**src/hdl/a2_bus_pkg.sv**
```systemverilog
// ~~~~~~~~~~~~~~~~~~~~~~~~~~~~~~~~~~~~~~~~~~~~~~~~~~~~~~~~~~~~~~~~~~~~~~~~~~
// Apple II bus timing, card response and bus drive definitions.
// Card slots are in priority order, so the lowest index wins the data bus.
// All strobes are single cycles of the logic clock.
// ~~~~~~~~~~~~~~~~~~~~~~~~~~~~~~~~~~~~~~~~~~~~~~~~~~~~~~~~~~~~~~~~~~~~~~~~~~

package a2_bus_pkg;

    localparam int NUM_CARDS = 4;

    // Slot order = read priority
    localparam int CARD_SERIAL  = 0;
    localparam int CARD_SPRITE  = 1;
    localparam int CARD_MOCKING = 2;
    localparam int CARD_DISK    = 3;

    // Allow driving the Apple bus
    localparam bit BUS_DATA_OUT_ENABLE = 1'b1;
    localparam bit IRQ_OUT_ENABLE      = 1'b1;

    // Bus clocks seen in the logic clock domain
    typedef struct packed {
        logic phi0;
        logic phi1;
        logic phi1_rise;
        logic phi1_fall;
        logic clk_2m_edge;     // Either phi1 edge
        logic clk_7m;
        logic clk_7m_rise;
        logic clk_7m_fall;
        logic clk_14m_edge;    // Either 7M edge
    } a2_timing_t;

    typedef struct packed {
        logic [7:0] data;
        logic       rd_en;     // Card wants the data bus
        logic       irq_n;
    } card_resp_t;

    typedef struct packed {
        logic [7:0] data_out;
        logic       data_out_en;
        logic       irq_n;
    } bus_drive_t;

endpackage

```
**src/hdl/a2_av_pkg.sv**
```systemverilog
// ~~~~~~~~~~~~~~~~~~~~~~~~~~~~~~~~~~~~~~~~~~~~~~~~~~~~~~~~~~~~~~~~~~~~~~~~~~
// Audio sample and pixel colour definitions.
// Samples are unsigned 16 bit and the mix wraps, it does not saturate.
// ~~~~~~~~~~~~~~~~~~~~~~~~~~~~~~~~~~~~~~~~~~~~~~~~~~~~~~~~~~~~~~~~~~~~~~~~~~

package a2_av_pkg;

    localparam int SAMPLE_W   = 16;
    localparam int MB_AUDIO_W = 10;

    // Mix scaling, as left shifts
    localparam int MB_SHIFT      = 5;
    localparam int SPEAKER_SHIFT = 13;

    localparam int COLOR_W = 8;

    // Build time forces, the DIP switches can still turn these on
    localparam bit SCANLINES_ENABLE     = 1'b0;
    localparam bit APPLE_SPEAKER_ENABLE = 1'b0;

    typedef struct packed {
        logic [COLOR_W-1:0] r;
        logic [COLOR_W-1:0] g;
        logic [COLOR_W-1:0] b;
    } rgb_t;

    typedef struct packed {
        logic [SAMPLE_W-1:0] left;
        logic [SAMPLE_W-1:0] right;
    } stereo_t;

endpackage

```
**src/hdl/a2_clock_sync.sv**
```systemverilog
// ~~~~~~~~~~~~~~~~~~~~~~~~~~~~~~~~~~~~~~~~~~~~~~~~~~~~~~~~~~~~~~~~~~~~~~~~~~
// Brings phi1 and 7M into the logic clock and derives the edge strobes.
// Levels lag their pins by 2 logic clocks, so the logic clock must be
// well above 14 MHz. The Apple reset is merged and released in sync.
// ~~~~~~~~~~~~~~~~~~~~~~~~~~~~~~~~~~~~~~~~~~~~~~~~~~~~~~~~~~~~~~~~~~~~~~~~~~

`timescale 1ns/1ps

module a2_clock_sync (
    input  logic                   clk_logic_w,
    input  logic                   arst_n_i,
    input  logic                   a2_phi1_i,
    input  logic                   a2_7m_i,
    input  logic                   a2_reset_n_i,
    output a2_bus_pkg::a2_timing_t timing_o,
    output logic                   system_rst_n_o
);

    logic       rst_comb_n;
    logic [1:0] rst_sync_q;
    logic [2:0] phi1_q;        // [1:0] sync, [2] edge history
    logic [2:0] clk_7m_q;
    logic       phi0_q;

    // Either reset source asserts at once
    assign rst_comb_n = arst_n_i & a2_reset_n_i;

    always_ff @(posedge clk_logic_w or negedge rst_comb_n) begin
        if (!rst_comb_n) begin
            rst_sync_q <= 2'b00;
        end else begin
            rst_sync_q <= {rst_sync_q[0], 1'b1};
        end
    end

    assign system_rst_n_o = rst_sync_q[1];

    always_ff @(posedge clk_logic_w or negedge system_rst_n_o) begin
        if (!system_rst_n_o) begin
            phi1_q   <= 3'b000;
            clk_7m_q <= 3'b000;
            phi0_q   <= 1'b0;
        end else begin
            phi1_q   <= {phi1_q[1:0], a2_phi1_i};
            clk_7m_q <= {clk_7m_q[1:0], a2_7m_i};
            // Lands together with phi1_q[1]
            phi0_q   <= ~phi1_q[0];
        end
    end

    assign timing_o.phi0         = phi0_q;
    assign timing_o.phi1         = phi1_q[1];
    assign timing_o.phi1_rise    = phi1_q[1] & ~phi1_q[2];
    assign timing_o.phi1_fall    = ~phi1_q[1] & phi1_q[2];
    assign timing_o.clk_2m_edge  = phi1_q[1] ^ phi1_q[2];      // Rise or fall
    assign timing_o.clk_7m       = clk_7m_q[1];
    assign timing_o.clk_7m_rise  = clk_7m_q[1] & ~clk_7m_q[2];
    assign timing_o.clk_7m_fall  = ~clk_7m_q[1] & clk_7m_q[2];
    assign timing_o.clk_14m_edge = clk_7m_q[1] ^ clk_7m_q[2];

endmodule

```
**src/hdl/a2_card_response.sv**
```systemverilog
// ~~~~~~~~~~~~~~~~~~~~~~~~~~~~~~~~~~~~~~~~~~~~~~~~~~~~~~~~~~~~~~~~~~~~~~~~~~
// Chooses which card drives read data and merges the card interrupts.
// Fixed priority by slot index, one cycle of latency.
// With no card reading, the data follows the bus and the enable is low.
// ~~~~~~~~~~~~~~~~~~~~~~~~~~~~~~~~~~~~~~~~~~~~~~~~~~~~~~~~~~~~~~~~~~~~~~~~~~

`timescale 1ns/1ps

module a2_card_response (
    input  logic                                                clk_logic_w,
    input  logic                                                arst_n_i,
    input  a2_bus_pkg::card_resp_t [a2_bus_pkg::NUM_CARDS-1:0] card_i,
    input  logic [7:0]                                          bus_data_i,
    output a2_bus_pkg::bus_drive_t                              drive_o
);

    logic [7:0] sel_data;
    logic       any_rd;
    logic       all_irq_n;
    logic [7:0] data_q;
    logic       data_en_q;
    logic       irq_n_q;

    always_comb begin
        any_rd    = 1'b0;
        all_irq_n = 1'b1;
        for (int i = 0; i < a2_bus_pkg::NUM_CARDS; i++) begin
            any_rd    = any_rd | card_i[i].rd_en;
            all_irq_n = all_irq_n & card_i[i].irq_n;     // Wired-AND of open drains
        end
    end

    // Serial card first, disk last
    assign sel_data =
        card_i[a2_bus_pkg::CARD_SERIAL].rd_en  ? card_i[a2_bus_pkg::CARD_SERIAL].data  :
        card_i[a2_bus_pkg::CARD_SPRITE].rd_en  ? card_i[a2_bus_pkg::CARD_SPRITE].data  :
        card_i[a2_bus_pkg::CARD_MOCKING].rd_en ? card_i[a2_bus_pkg::CARD_MOCKING].data :
        card_i[a2_bus_pkg::CARD_DISK].rd_en    ? card_i[a2_bus_pkg::CARD_DISK].data    :
        bus_data_i;

    always_ff @(posedge clk_logic_w or negedge arst_n_i) begin
        if (!arst_n_i) begin
            data_en_q <= 1'b0;
            irq_n_q   <= 1'b1;
        end else begin
            data_en_q <= any_rd & a2_bus_pkg::BUS_DATA_OUT_ENABLE;
            irq_n_q   <= all_irq_n | ~a2_bus_pkg::IRQ_OUT_ENABLE;
        end
    end

    always_ff @(posedge clk_logic_w) begin
        data_q <= sel_data;
    end

    assign drive_o.data_out    = data_q;
    assign drive_o.data_out_en = data_en_q;
    assign drive_o.irq_n       = irq_n_q;

endmodule

```
**src/hdl/a2_audio_mix.sv**
```systemverilog
// ~~~~~~~~~~~~~~~~~~~~~~~~~~~~~~~~~~~~~~~~~~~~~~~~~~~~~~~~~~~~~~~~~~~~~~~~~~
// Sums sprite card, Mockingboard and speaker audio into stereo samples.
// The sum wraps modulo 2^16, one cycle of latency.
// ~~~~~~~~~~~~~~~~~~~~~~~~~~~~~~~~~~~~~~~~~~~~~~~~~~~~~~~~~~~~~~~~~~~~~~~~~~

`timescale 1ns/1ps

module a2_audio_mix (
    input  logic                                clk_logic_w,
    input  logic                                arst_n_i,
    input  logic                                speaker_i,
    input  logic                                dip_speaker_n_i,
    input  logic [a2_av_pkg::SAMPLE_W-1:0]      sprite_audio_i,
    input  logic [a2_av_pkg::MB_AUDIO_W-1:0]    mb_left_i,
    input  logic [a2_av_pkg::MB_AUDIO_W-1:0]    mb_right_i,
    output a2_av_pkg::stereo_t                  audio_o
);

    // One channel of the mix
    function automatic logic [a2_av_pkg::SAMPLE_W-1:0] mix_channel(
        input logic [a2_av_pkg::SAMPLE_W-1:0]   sprite,
        input logic [a2_av_pkg::MB_AUDIO_W-1:0] mb,
        input logic                             spk
    );
        logic [a2_av_pkg::SAMPLE_W-1:0] mb_scaled;
        logic [a2_av_pkg::SAMPLE_W-1:0] spk_scaled;
        mb_scaled  = {{(a2_av_pkg::SAMPLE_W - a2_av_pkg::MB_AUDIO_W){1'b0}}, mb}
                     << a2_av_pkg::MB_SHIFT;
        spk_scaled = {{(a2_av_pkg::SAMPLE_W - 1){1'b0}}, spk} << a2_av_pkg::SPEAKER_SHIFT;
        return sprite + mb_scaled + spk_scaled;
    endfunction

    logic               spk_gated;
    a2_av_pkg::stereo_t mix;

    // Speaker on by build force or DIP switch 1
    assign spk_gated = speaker_i & (a2_av_pkg::APPLE_SPEAKER_ENABLE | ~dip_speaker_n_i);

    assign mix.left  = mix_channel(sprite_audio_i, mb_left_i, spk_gated);
    assign mix.right = mix_channel(sprite_audio_i, mb_right_i, spk_gated);

    always_ff @(posedge clk_logic_w or negedge arst_n_i) begin
        if (!arst_n_i) begin
            audio_o <= '0;
        end else begin
            audio_o <= mix;
        end
    end

endmodule

```
**src/hdl/a2_scanline_dim.sv**
```systemverilog
// ~~~~~~~~~~~~~~~~~~~~~~~~~~~~~~~~~~~~~~~~~~~~~~~~~~~~~~~~~~~~~~~~~~~~~~~~~~
// Scanline effect, halves every colour on odd screen lines.
// Only bit 0 of the line number matters. One cycle of latency.
// ~~~~~~~~~~~~~~~~~~~~~~~~~~~~~~~~~~~~~~~~~~~~~~~~~~~~~~~~~~~~~~~~~~~~~~~~~~

`timescale 1ns/1ps

module a2_scanline_dim (
    input  logic            clk_logic_w,
    input  logic            arst_n_i,
    input  a2_av_pkg::rgb_t rgb_i,
    input  logic [9:0]      screen_y_i,
    input  logic            dip_scanlines_n_i,
    output a2_av_pkg::rgb_t rgb_o
);

    logic            dim;
    a2_av_pkg::rgb_t rgb_dim;

    // DIP switch 0 low turns scanlines on
    assign dim = (a2_av_pkg::SCANLINES_ENABLE | ~dip_scanlines_n_i) & screen_y_i[0];

    assign rgb_dim.r = dim ? {1'b0, rgb_i.r[a2_av_pkg::COLOR_W-1:1]} : rgb_i.r;
    assign rgb_dim.g = dim ? {1'b0, rgb_i.g[a2_av_pkg::COLOR_W-1:1]} : rgb_i.g;
    assign rgb_dim.b = dim ? {1'b0, rgb_i.b[a2_av_pkg::COLOR_W-1:1]} : rgb_i.b;

    always_ff @(posedge clk_logic_w or negedge arst_n_i) begin
        if (!arst_n_i) begin
            rgb_o <= '0;
        end else begin
            rgb_o <= rgb_dim;
        end
    end

endmodule

```
**src/hdl/a2_bus_glue.sv**
```systemverilog
// ~~~~~~~~~~~~~~~~~~~~~~~~~~~~~~~~~~~~~~~~~~~~~~~~~~~~~~~~~~~~~~~~~~~~~~~~~~
// Apple II card glue, top level.
// Cards are outside, they appear only as response inputs.
// An Apple reset clears the bus drive and the timing, not audio or video.
// ~~~~~~~~~~~~~~~~~~~~~~~~~~~~~~~~~~~~~~~~~~~~~~~~~~~~~~~~~~~~~~~~~~~~~~~~~~

`timescale 1ns/1ps

module a2_bus_glue (
    input  logic                                                clk_logic_w,
    input  logic                                                arst_n_i,
    input  logic                                                a2_phi1_i,
    input  logic                                                a2_7m_i,
    input  logic                                                a2_reset_n_i,
    input  a2_bus_pkg::card_resp_t [a2_bus_pkg::NUM_CARDS-1:0] card_i,
    input  logic [7:0]                                          bus_data_i,
    input  logic                                                speaker_i,
    input  logic [a2_av_pkg::SAMPLE_W-1:0]                      sprite_audio_i,
    input  logic [a2_av_pkg::MB_AUDIO_W-1:0]                    mb_left_i,
    input  logic [a2_av_pkg::MB_AUDIO_W-1:0]                    mb_right_i,
    input  a2_av_pkg::rgb_t                                     rgb_i,
    input  logic [9:0]                                          screen_y_i,
    input  logic [3:0]                                          dip_switches_n_i,
    output a2_bus_pkg::a2_timing_t                              timing_o,
    output a2_bus_pkg::bus_drive_t                              drive_o,
    output a2_av_pkg::stereo_t                                  audio_o,
    output a2_av_pkg::rgb_t                                     rgb_o
);

    logic system_rst_n_w;      // Device reset and Apple reset, synced

    a2_clock_sync u_clock_sync (
        .clk_logic_w    (clk_logic_w),
        .arst_n_i       (arst_n_i),
        .a2_phi1_i      (a2_phi1_i),
        .a2_7m_i        (a2_7m_i),
        .a2_reset_n_i   (a2_reset_n_i),
        .timing_o       (timing_o),
        .system_rst_n_o (system_rst_n_w)
    );

    a2_card_response u_card_response (
        .clk_logic_w (clk_logic_w),
        .arst_n_i    (system_rst_n_w),
        .card_i      (card_i),
        .bus_data_i  (bus_data_i),
        .drive_o     (drive_o)
    );

    a2_audio_mix u_audio_mix (
        .clk_logic_w     (clk_logic_w),
        .arst_n_i        (arst_n_i),
        .speaker_i       (speaker_i),
        .dip_speaker_n_i (dip_switches_n_i[1]),
        .sprite_audio_i  (sprite_audio_i),
        .mb_left_i       (mb_left_i),
        .mb_right_i      (mb_right_i),
        .audio_o         (audio_o)
    );

    a2_scanline_dim u_scanline_dim (
        .clk_logic_w       (clk_logic_w),
        .arst_n_i          (arst_n_i),
        .rgb_i             (rgb_i),
        .screen_y_i        (screen_y_i),
        .dip_scanlines_n_i (dip_switches_n_i[0]),
        .rgb_o             (rgb_o)
    );

endmodule

```
**config.mk**
```make
export PLATFORM = sky130hd
export DESIGN_NAME = a2_bus_glue
export DESIGN_NICKNAME = d
export VERILOG_FILES = /design/src/hdl/a2_bus_pkg.sv /design/src/hdl/a2_av_pkg.sv /design/src/hdl/a2_clock_sync.sv /design/src/hdl/a2_card_response.sv /design/src/hdl/a2_audio_mix.sv /design/src/hdl/a2_scanline_dim.sv /design/src/hdl/a2_bus_glue.sv
export SDC_FILE = /design/constraint.sdc
export NUM_CORES = 1
export LEC_CHECK = 0
export ABC_AREA = 1
export BUFFER_PORTS_ARGS = -buffer_cell sky130_fd_sc_hd__buf_2
export CORE_ASPECT_RATIO = 1.25
export CORE_UTILIZATION = 40
export CTS_CLUSTER_SIZE = 16
export DETAILED_ROUTE_END_ITERATION = 7
export PLACE_DENSITY = 0.73
export RECOVER_POWER = 50
export SLEW_MARGIN = 15
export SYNTH_ARGS = -nofsm -noshare
export SYNTH_HDL_FRONTEND = slang
export SYNTH_HIERARCHICAL = 1
export SYNTH_SLANG_ARGS = --single-unit
```
**constraint.sdc**
```tcl
create_clock -name clk_logic_w -period 0.8 [get_ports clk_logic_w]
set_clock_uncertainty 0.1 [all_clocks]
set_input_delay 0.08 -clock clk_logic_w [delete_from_list [all_inputs] [get_ports clk_logic_w]]
set_output_delay 0.08 -clock clk_logic_w [all_outputs]
set_load 0.02 [all_outputs]
```
# == Yosys cells after proc, flatten, opt, wreduce, memory -nomap -nowiden ==
# Cells that the tools add are included.
# Widths: inputs -> output; s select.
# totals
wordCells,45
ff_bits,75
inputBits,128
output_inout_bits,75
# op_classes
n_addsub,4
n_bitwise,22
mux,7
# op_table
op,n
$mux 8,7
$add 16x14->16,2
$add 16x15->16,2
$and 1x1->1,10
$not 1->1,7
$or 1x1->1,3
$xor 1x1->1,2

# == Depth between registers and ports, before layout ==
# Gate-level depths: netlist of the first run.
# logic_depth
depth_word,4
depth_mapped,12
ltp_nobuf,12

# == Modules after synthesis ==
# Netlist of the first run, hierarchy kept.
# modules_own_cells
module,seq_area_each_um2,instances,area_per_inst_um2,cells_each
a2_audio_mix,675.6,1,1920.6,220
a2_scanline_dim,600.6,1,932.1,102
a2_card_response,211.5,1,609.3,85
a2_clock_sync,225.2,1,335.3,26

# == Least setup slack after synthesis of the first run ==
# Ideal clock, no wire load.
# synth_timing
path_type,input to register
start,input port speaker_i
end,register u_audio_mix/audio_o[31] (netlist name)
path_buffers,0
setup_time_ns,0.117
path_stages,12
path_slack_ns,-1.019
arrival_ns,1.602
required_time_ns,0.583
path_cell_list,inv_1 > nor2_1 > inv_1 > fa_1 > inv_1 > ha_1 > nand2_1 > inv_1 > a21oi_1 > nand3_1 > nand2_1 > nand2_1
# synth_lines
item,line_no,text
from (decl),a2_bus_glue.sv:17,"input logic speaker_i,"

==> results of run 1 <==
## cells in the mapped netlist
| library cell | n |
|---|---|
| nand2_2 | 1 |
| dfrtp_1 | 61 |
| dfstp_2 | 1 |
| inv_2 | 3 |
| o21ai_2 | 1 |
| xnor2_1 | 2 |
| dfxtp_1 | 8 |
| nand3b_1 | 1 |
| buf_2 | 4 |
| ha_1 | 40 |
| nor2_4 | 2 |
| nand3_2 | 2 |
| a21oi_1 | 12 |
| a22oi_1 | 6 |
| fa_1 | 4 |
| o21a_1 | 8 |
| nor2_2 | 1 |
| buf_4 | 12 |
| nand4_1 | 2 |
| a21oi_2 | 2 |
| nor2_1 | 19 |
| conb_1 | 1 |
| inv_1 | 46 |
| or2_1 | 1 |
| nand3_1 | 42 |
| xor2_1 | 9 |
| nand2_1 | 139 |
| buf_6 | 3 |
## logic make-up after synthesis
logic type	count (synthesis)	synth area share, %
flops	70	45.1
simple gates	210	23.3
fa+ha+maj	44	15.3
xor+xnor	11	2.54
buf+inv	68	8.63
other cells	1	0.0988
compound gates	29	5.04
## final cells by class
type / instances / area (sq um) / area share [%]
inverters: 49 / 191 / 2.80
flip-flops and latches: 70 / 1720 / 25.2
clock inverters: 6 / 46.3 / 0.676
well taps: 123 / 154 / 2.25
repair buffers: 267 / 2200 / 32.2
clock buffers: 10 / 239 / 3.49
multi-input cells: 295 / 2290 / 33.4
## metal layers
layer,up-vias,share of wire (%),global-route usage (%)
met1,1831,35,23.7
met3,25,7.0,5.36
met5,-,0,0
met4,0,2.6,12.5
li1,1885,-,-
met2,157,55,46.0
## power by group
group	internal (mW)	leakage (nW)	switching, mW
clock network	2.20	0.135	1.55
logic	2.27	2.57	2.19
registers	3.97	0.796	0.228
## repair_timing
item / CTS / global route
setup buffers: 4 / 2
hold endpoints to repair: 98 / 11
pin swaps: 27 / 15
resized for setup: 191 / 29
endpoints found under the setup margin: 93 / 99
## path summary, 6_finish.rpt
path	endpoint	slack [ns]	cells past startpoint	startpoint
max	u_audio_mix/audio_o[14]$_DFF_PN0_	-0.76	11	speaker_i
min	u_card_response/data_q[3]$_DFF_P_	-0.14	3	card_i[15]
max reg2reg	u_clock_sync/phi1_q[2]$_DFF_PN0_	0.16	0	u_clock_sync/phi1_q[1]$_DFF_PN0_
min reg2reg	u_clock_sync/phi1_q[2]$_DFF_PN0_	0.05	0	u_clock_sync/rst_sync_q[1]$_DFF_PN0_
max in group asynchronous	u_clock_sync/rst_sync_q[0]$_DFF_PN0_	-0.06	5	arst_n_i
min in group asynchronous	u_clock_sync/phi1_q[2]$_DFF_PN0_	0.05	0	u_clock_sync/rst_sync_q[1]$_DFF_PN0_
## flip-flops by register name (all words and copies together) (netlist names)
register and flops:
u_audio_mix/audio_o 27, u_clock_sync/phi1_q 3, u_clock_sync/phi0_q 1, u_clock_sync/rst_sync_q 2
u_card_response/data_q 8, u_card_response/irq_n_q 1, u_card_response/data_en_q 1, u_clock_sync/clk_7m_q 3
u_scanline_dim/rgb_o 24
## through the flow
stage	hold WS (ns)	TNS (ns)	power, mW	std cells	util [%]
floorplan	-0.316	-9.70	6.23	433	-
global placement	-0.137	-15.81	7.51	762	59.4
detailed placement	-0.133	-16.83	7.59	762	59.4
CTS	-0.158	-26.32	12.4	820	73.6
global route	-0.147	-31.15	13.1	820	74.6
finish	-0.144	-27.27	12.4	820	74.6
==> results_dict.tcl, run 1 <==
set metrics [dict create \
    slowest_delay_ns 0.56 \
    rows 39 \
    vias 3898 \
    yosysUniqueCellTypes 28 \
    ys_seq_area_share_pct 45.1 \
    io_pins 203 \
    cp_max_fo 4 \
    hold_slack_ns -0.144 \
    p_per_area_nw_per_um2 1810 \
    routed_wl_mm 11.9 \
    max_freq_mhz 639 \
    grt_pass1_wl_mm 18.2 \
    routabilityCongestion 0.930 \
    drv_slew 0 \
    layout_worst_path_cycle_share_pct 196 \
    period_needed_ns 1.56 \
    cp_num_buf_inv 3 \
    ir_drop_v 0.00114 \
    final_area_sq_um 6850 \
    netlist.area_leader.share_pct 40.2 \
    diodes 0 \
    die_h_um 111 \
    worstSetupPathType "in -> reg" \
    ys.warnings.count 6 \
    fp.dieW_um 89.2 \
    coreArea_sq_um 9170 \
    htreeDepth 3 \
    final_hold_viol_count 11 \
    first_pass_iters 4 \
    initial_utilization_pct 41.4 \
    syn-cell-area_sq_um 3800 \
    cts_tree "built" \
    worstPathRequired_ns 0.92 \
    fin_ws_ns -0.764 \
    syn2layout_area_growth_pct 80.3 \
    hold_class "in -> reg" \
    wire_per_inst_um 14.5 \
    netlist_top_cells_area "dfrtp_1, nand2_1, ha_1, nand3_1, inv_1" \
    cts-root-buf "clkbuf_16" \
    drtIter0Drc 134 \
    avgSynthCellArea_sq_um 8.77 \
    power.leakage_nw 3.51 \
    final-setup-viol-count 107 \
    placed_area_sq_um 5450 \
    cts.clk_slew.worst_paths_ns 0.06 \
    cp.arrival_ns 1.69 \
    clock_sinks 70 \
    drc 0 \
    cts_buffer_depth 2 \
    final_common_cell "nand2_1" \
    portBuffers 191 \
    viasPerCell 4.75 \
    syn_inst 433 \
    rsz0062_at_grt "yes" \
    synth.net_count 605 \
    maxCapViolations 0 \
    die_area_sq_um 9890 \
    ctsHoldBuffers 39 \
    critPathTopFamily "adder cells" \
    cts_buffers 9 \
    insertion_delay_ns 0.33 \
    grt_pass1_vias 4114 \
    crit_top_cell "nand2_1" \
    cp-end-kind "flip-flop" \
    outcome "complete, but fails checks" \
    slowest_stage "fa_1" \
    synth.ff_latch_count 70 \
    path_cells "buf_6 > inv_8 > nor2_4 > buf_4 > fa_1 > ha_4 > a21oi_2 > o21a_1 > nand2_1 > nand2_1 > nand2_1" \
    crit_path_start_kind "input pin" \
    grt_start_max_net_pins 27 \
    drive_above_1_share_pct 48.9 \
    fillers 610 \
    synth_top_cell_by_area "dfrtp_1" \
    postRouteAntennaNets 0 \
    final_cell_mix "nand2_1, buf_2, buf_6" \
    nets 864 \
    grt.overflow.total 0 \
    track_usage_pct 24.4 \
    preCtsSetupSlack_ns -1.12 \
    dpl.hpwl_mm 8.07 \
    antenna_found_initial 0 \
    violations "hold timing, setup timing" \
]
No activity file was read; power rests on OpenSTA's default activity.
==> run 2, diff against run 1 <==
--- a/config.mk
+++ b/config.mk
@@ -8,11 +8,12 @@
 export ABC_AREA = 1
 export BUFFER_PORTS_ARGS = -buffer_cell sky130_fd_sc_hd__buf_2
 export CORE_ASPECT_RATIO = 1.25
-export CORE_UTILIZATION = 40
+export CORE_UTILIZATION = 41
 export CTS_CLUSTER_SIZE = 16
 export DETAILED_ROUTE_END_ITERATION = 7
-export PLACE_DENSITY = 0.73
+export PLACE_DENSITY = 0.75
 export RECOVER_POWER = 50
+export REMOVE_ABC_BUFFERS = 1
 export SLEW_MARGIN = 15
 export SYNTH_ARGS = -nofsm -noshare
 export SYNTH_HDL_FRONTEND = slang
==> run 2 against run 1 <==
  * The flow still finishes with violations (hold timing, setup timing)
  * Combinational power rose by 4%
  * Clock power fell by 31%
  * Global-route usage rose by 2.2 points
  * Non-clock buffer count rose by 6
  * Critical endpoint is now u_audio_mix/audio_o[31]$_DFF_PN0_
==> results_dict.tcl, run 2 (same netlist as run 1, synthesis figures left out) <==
set metrics [dict create \
    fin_setup_tns_ns -27.93 \
    crit_path_start_kind "input pin" \
    diodes 0 \
    cts.clk_slew.worst_paths_ns 0.08 \
    syn2layout_area_growth_pct 79.5 \
    cts_buffer_depth 2 \
    coreArea_sq_um 8840 \
    cts-root-buf "clkbuf_8" \
    dpl.hpwl_mm 7.70 \
    ctsHoldBuffers 41 \
    fin_ws_ns -0.715 \
    met2_usage_pct 51.8 \
    grt_start_max_net_pins 38 \
    worstRegToRegCells 2 \
    r2r-end "u_clock_sync/clk_7m_q[2]$_DFF_PN0_" \
    regMostFlops "u_audio_mix/audio_o" \
    placed_area_sq_um 5030 \
    violations "hold timing, setup timing" \
    grt_pass1_vias 4120 \
    drv_slew 0 \
    drc 0 \
    final-setup-viol-count 99 \
    maxCapViolations 0 \
    hold_path_depth 3 \
    io_pins 203 \
    wire_per_inst_um 15.8 \
    htreeDepth 3 \
    grt_use_met3_pct 4.28 \
    final_area_sq_um 6820 \
    startpoint "dip_switches_n_i[1]" \
    postRouteAntennaNets 0 \
    routed_wl_mm 13.0 \
    viasPerCell 4.83 \
    rrSetupSlack_ns -0.05 \
    reg_top3 "u_audio_mix/audio_o (27), u_scanline_dim/rgb_o (24), u_card_response/data_q (8)" \
    drive_above_1_share_pct 48.8 \
    grt.overflow.total 0 \
    cp-end-kind "flip-flop" \
    final_cell_mix "nand2_1, buf_2, buf_6" \
    routabilityCongestion 0.885 \
    period_needed_ns 1.51 \
    clock_sinks 70 \
    hold_slack_ns -0.143 \
    portBuffers 191 \
    ir_drop_v 0.000902 \
    worstSetupPathType "in -> reg" \
    cts_tree "built" \
    min_from "card_i[17]" \
    hold_class "in -> reg" \
    first_pass_iters 4 \
    max_freq_mhz 660 \
    initial_utilization_pct 42.9 \
    antenna_found_initial 0 \
    drtIter0Drc 197 \
    rows 38 \
    grtUsageMet1_pct 26.9 \
    power.leakage_nw 3.50 \
    grt-busiest-layer "met2" \
    largest_reg_flops 27 \
    layout_worst_path_cycle_share_pct 189 \
    final_common_cell "nand2_1" \
    rsz0062_at_grt "yes" \
    preCtsSetupSlack_ns -1.17 \
    outcome "complete, but fails checks" \
    reg2reg_from "u_clock_sync/clk_7m_q[1]$_DFF_PN0_" \
    p_per_area_nw_per_um2 1680 \
    grt_pass1_wl_mm 19.1 \
    track_usage_pct 26.6 \
    cp_max_fo 4 \
    vias 3971 \
    cp.arrival_ns 1.64 \
    final_util_pct 77.1 \
    min_to "u_card_response/data_q[5]$_DFF_P_" \
    die_h_um 110 \
    nets 870 \
    final_hold_viol_count 12 \
    worstPathRequired_ns 0.93 \
    fp.dieW_um 88.1 \
    insertion_delay_ns 0.34 \
    cts_buffers 9 \
    die_area_sq_um 9650 \
]
run 2: metal layers:
metal  part of all wire [%]  up-vias
li1                       -     1894
met1                     34     1863
met2                     57      179
met3                    5.4       35
met4                    3.4        0
met5                      0        -
run 2: cell type report:
| class | count | area, sq um |
|---|---|---|
| clock buffer | 11 | 141 |
| clock inverter | 5 | 33.8 |
| fill | 547 | 2030 |
| inverter | 49 | 186 |
| multi-input combinational | 295 | 2310 |
| sequential | 70 | 1720 |
| tap | 120 | 150 |
| timing repair buffer | 273 | 2270 |
run 2: repair_timing:
action                                  CTS  global route
endpoints found under the setup margin   93            99
resized for setup                       239            48
buffers inserted                          7             9
hold endpoints to repair                 98            12
pin swaps                                41            33
run 2: how the worst max path moves through the flow:
stage | slack [ns] | to | cells after the start
global route | -0.79 | u_audio_mix/audio_o[31]$_DFF_PN0_ | 12
global placement | -1.13 | u_audio_mix/audio_o[31]$_DFF_PN0_ | 12
detailed placement | -1.17 | u_audio_mix/audio_o[31]$_DFF_PN0_ | 12
floorplan | -1.02 | u_audio_mix/audio_o[31]$_DFF_PN0_ | 12
finish | -0.71 | u_audio_mix/audio_o[31]$_DFF_PN0_ | 11
CTS | -0.65 | u_audio_mix/audio_o[15]$_DFF_PN0_ | 12
run 2: per-stage QoR:
step,hold slack (ns),instances,total power [mW]
after global routing,-0.171,823,12.0
final,-0.143,823,11.4
after detailed placement,-0.148,758,7.20
after floorplan,-0.316,414,5.82
after CTS,-0.161,821,11.1
after global placement,-0.153,758,7.13
run 2: where the power goes:
part	total [mW]	internal [mW]	switching [mW]
combinational	4.64	2.38	2.27
sequential	4.21	3.97	0.238
clock	2.60	1.21	1.38
run 2: critical path: stages:
cell	delay (ns)
buf_2	0.12
nor2_4	0.09
inv_2	0.04
fa_1	0.48
inv_2	0.05
ha_4	0.30
nand2_4	0.08
nor2_4	0.12
nand3_1	0.11
nand4_1	0.11
nand2_1	0.06
==> run 3, diff against run 2 <==
--- a/config.mk
+++ b/config.mk
@@ -5,7 +5,6 @@
 export SDC_FILE = /design/constraint.sdc
 export NUM_CORES = 1
 export LEC_CHECK = 0
-export ABC_AREA = 1
 export BUFFER_PORTS_ARGS = -buffer_cell sky130_fd_sc_hd__buf_2
 export CORE_ASPECT_RATIO = 1.25
 export CORE_UTILIZATION = 41
==> run 3 against run 2 <==
  * Critical endpoint is now u_audio_mix/audio_o[30]$_DFF_PN0_
  * Register-to-register slack got worse by 0.02 ns
  * Maximum frequency shrank 12%
  * Core utilization down 4.1 points
  * Combinational power decreased by 5.8%
  * Cell count decreased by 18%
  * The flow still finishes with violations (hold timing, setup timing)
  * Setup slack lost 0.22 ns
==> results_dict.tcl, run 3 <==
set metrics [dict create \
    yosysUniqueCellTypes 45 \
    violations "hold timing, setup timing" \
    seqCellArea_sq_um 1720 \
    die_h_um 110 \
    cts_buffer_depth 2 \
    dp.cells 630 \
    worstRegToRegCells 2 \
    initial_utilization_pct 42.0 \
    drive_above_1_share_pct 67.5 \
    final_cell_mix "buf_2, buf_6, dfrtp_1" \
    cts.clk_slew.worst_paths_ns 0.06 \
    max_freq_mhz 578 \
    drv_slew 0 \
    grt_start_max_net_pins 41 \
    syn_inst 294 \
    wire_per_inst_um 17.3 \
    ys.flop_type "dfrtp_1" \
    ys.warnings.count 6 \
    viasPerCell 4.85 \
    cp-end-kind "flip-flop" \
    portBuffers 191 \
    ys_seq_area_share_pct 44.7 \
    synth_edf_count 0 \
    slowest_delay_ns 0.36 \
    cts-root-buf "clkbuf_16" \
    p_per_area_nw_per_um2 1860 \
    worstPathRequired_ns 0.91 \
    layout_worst_path_cycle_share_pct 216 \
    rsz0062_at_grt "yes" \
    netlist_top_cells_area "dfrtp_1, ha_1, mux2_4, dfxtp_1, o41ai_2" \
    final_hold_viol_count 34 \
    hold_slack_ns -0.129 \
    ir_drop_v 0.000987 \
    worstSetupPathType "in -> reg" \
    drtIter0Drc 79 \
    hold_class "in -> reg" \
    p_total_mw 12.4 \
    synth.most_common_cell "dfrtp_1" \
    period_needed_ns 1.73 \
    multi_input_area_sq_um 2330 \
    grt_pass1_wl_mm 16.6 \
    ys_async_sr_fraction_pct 88.6 \
    hold_path_depth 2 \
    syn2layout_area_growth_pct 73.7 \
    regMostFlops "u_audio_mix/audio_o" \
    power.leakage_nw 3.23 \
    routabilityCongestion 0.854 \
    fillers 574 \
    fin_ws_ns -0.930 \
    postRouteAntennaNets 0 \
    drc 0 \
    htreeDepth 3 \
    io_pins 203 \
    grt_pass1_vias 3490 \
    synth_commonest_cells "dfrtp_1, ha_1, inv_1, mux2_4, xnor2_1" \
    finalNonFillerCells 678 \
    cp.arrival_ns 1.84 \
    cp_max_fo 2 \
    coreArea_sq_um 9130 \
    cts_buffers 9 \
    netlist.area_leader.share_pct 39.8 \
    grt.overflow.total 0 \
    dpl.hpwl_mm 7.53 \
    slowest_stage "fa_2" \
    first_pass_iters 4 \
    vias 3290 \
    avgSynthCellArea_sq_um 13.0 \
    crit_top_cell "ha_4" \
    nets 721 \
    syn-cell-area_sq_um 3830 \
    track_usage_pct 23.3 \
    crit_path_start_kind "input pin" \
    placed_area_sq_um 5110 \
    maxCapViolations 0 \
    final_common_cell "buf_2" \
    rows 39 \
    final-setup-viol-count 154 \
    insertion_delay_ns 0.33 \
    routed_wl_mm 11.7 \
    rrSetupSlack_ns -0.07 \
    final_area_sq_um 6660 \
    antenna_found_initial 1 \
    largest_reg_flops 27 \
    die_area_sq_um 9750 \
    fp.dieW_um 88.5 \
    clock_sinks 70 \
    reg_top3 "u_audio_mix/audio_o (27), u_scanline_dim/rgb_o (24), u_card_response/data_q (8)" \
    final_util_pct 73.0 \
    cts_tree "built" \
    path_cells "buf_6 > ha_4 > ha_4 > fa_2 > a21o_1 > a221o_1 > nor3_2 > o21bai_1 > xor2_1" \
    outcome "complete, but fails checks" \
    synth.ff_latch_count 70 \
    synth_top_cell_by_area "dfrtp_1" \
]
==> run 3: cell count changes in the layout (fill, tap and decap cells not counted), moves of 10 or more <==
| cell | previous run | this run |
|---|---|---|
| nor2b_2 | 0 | 10 |
| nor2_1 | 16 | 4 |
| inv_1 | 34 | 11 |
| nand3_1 | 38 | 4 |
| mux2_4 | 0 | 17 |
| nand2_1 | 125 | 8 |
| dlygate4sd3_1 | 40 | 23 |
==> run 3: cells by family after synthesis <==
logic type	Yosys count	synth area share [%]
flip-flops	70	44.7
AND/OR/NAND/NOR	64	10.9
AO/OA/AOI/OAI	40	11.4
XOR/XNOR	18	4.11
multiplexers	21	7.83
adder cells (fa/ha/maj)	44	15.1
other	1	0.0978
buffers and inverters	36	5.84
==> run 3: final timing paths <==
path	from	to
worst max-delay path	mb_left_i[1]	u_audio_mix/audio_o[30]$_DFF_PN0_
worst min-delay path	rgb_i[16]	u_scanline_dim/rgb_o[16]$_DFF_PN0_
worst max register to register	u_clock_sync/clk_7m_q[1]$_DFF_PN0_	u_clock_sync/clk_7m_q[2]$_DFF_PN0_
worst min register to register	u_clock_sync/rst_sync_q[1]$_DFF_PN0_	u_clock_sync/clk_7m_q[2]$_DFF_PN0_
max in group asynchronous	arst_n_i	u_scanline_dim/rgb_o[3]$_DFF_PN0_
min in group asynchronous	a2_reset_n_i	u_clock_sync/rst_sync_q[0]$_DFF_PN0_
==> run 3: report_power, final <==
part / total [mW] / leakage, nW / internal, mW / switching, mW
Clock: 3.75 / 0.135 / 2.20 / 1.56
Combinational: 4.37 / 2.30 / 2.37 / 2.00
Sequential: 4.25 / 0.790 / 3.99 / 0.256
Total: 12.4 / 3.23 / 8.56 / 3.81
==> run 3: layout make-up <==
| type | count | area share (%) |
|---|---|---|
| Tap cell | 123 | 2.31 |
| Timing Repair Buffer | 262 | 31.5 |
| Sequential cell | 70 | 25.9 |
| Antenna cell | 1 | 0.0376 |
| Clock buffer | 10 | 3.59 |
| Clock inverter | 6 | 0.695 |
| Multi-Input combinational cell | 188 | 35.0 |
| Inverter | 18 | 1.01 |
==> run 3: per-stage QoR <==
stage                     setup WS, ns  setup TNS [ns]
after global placement           -1.39          -28.19
after global routing            -0.969          -38.95
after detailed placement         -1.46          -29.30
after floorplan                  -1.21          -19.86
final                           -0.930          -32.82
after CTS                        -1.02          -30.11
==> run 3: timing repair <==
| action | in CTS | in global routing |
|---|---|---|
| setup buffers | 5 | 6 |
| setup endpoints to repair | 102 | 101 |
| hold buffers | 24 | 3 |
| hold endpoints to repair | 98 | 34 |
| gates resized for setup | 223 | 24 |
| pin swaps | 41 | 32 |
==> run 3: worst max-delay path, delay by kind of cell <==
family	cells	cell delay, ns
and+or+nand+nor	1	0.12
adders and majority gates	3	0.75
AOI/OAI and AO/OA	3	0.64
buffers and inverters	1	0.10
xor gates and xnor gates	1	0.15
==> run 3: routing by layer <==
| layer | share of wire [%] | up-vias | global-route usage [%] |
|---|---|---|---|
| li1 | - | 1531 | - |
| met1 | 36 | 1601 | 23.3 |
| met2 | 55 | 135 | 44.8 |
| met3 | 6.3 | 23 | 5.36 |
| met4 | 2.5 | 0 | 10.5 |
| met5 | 0 | - | 0 |
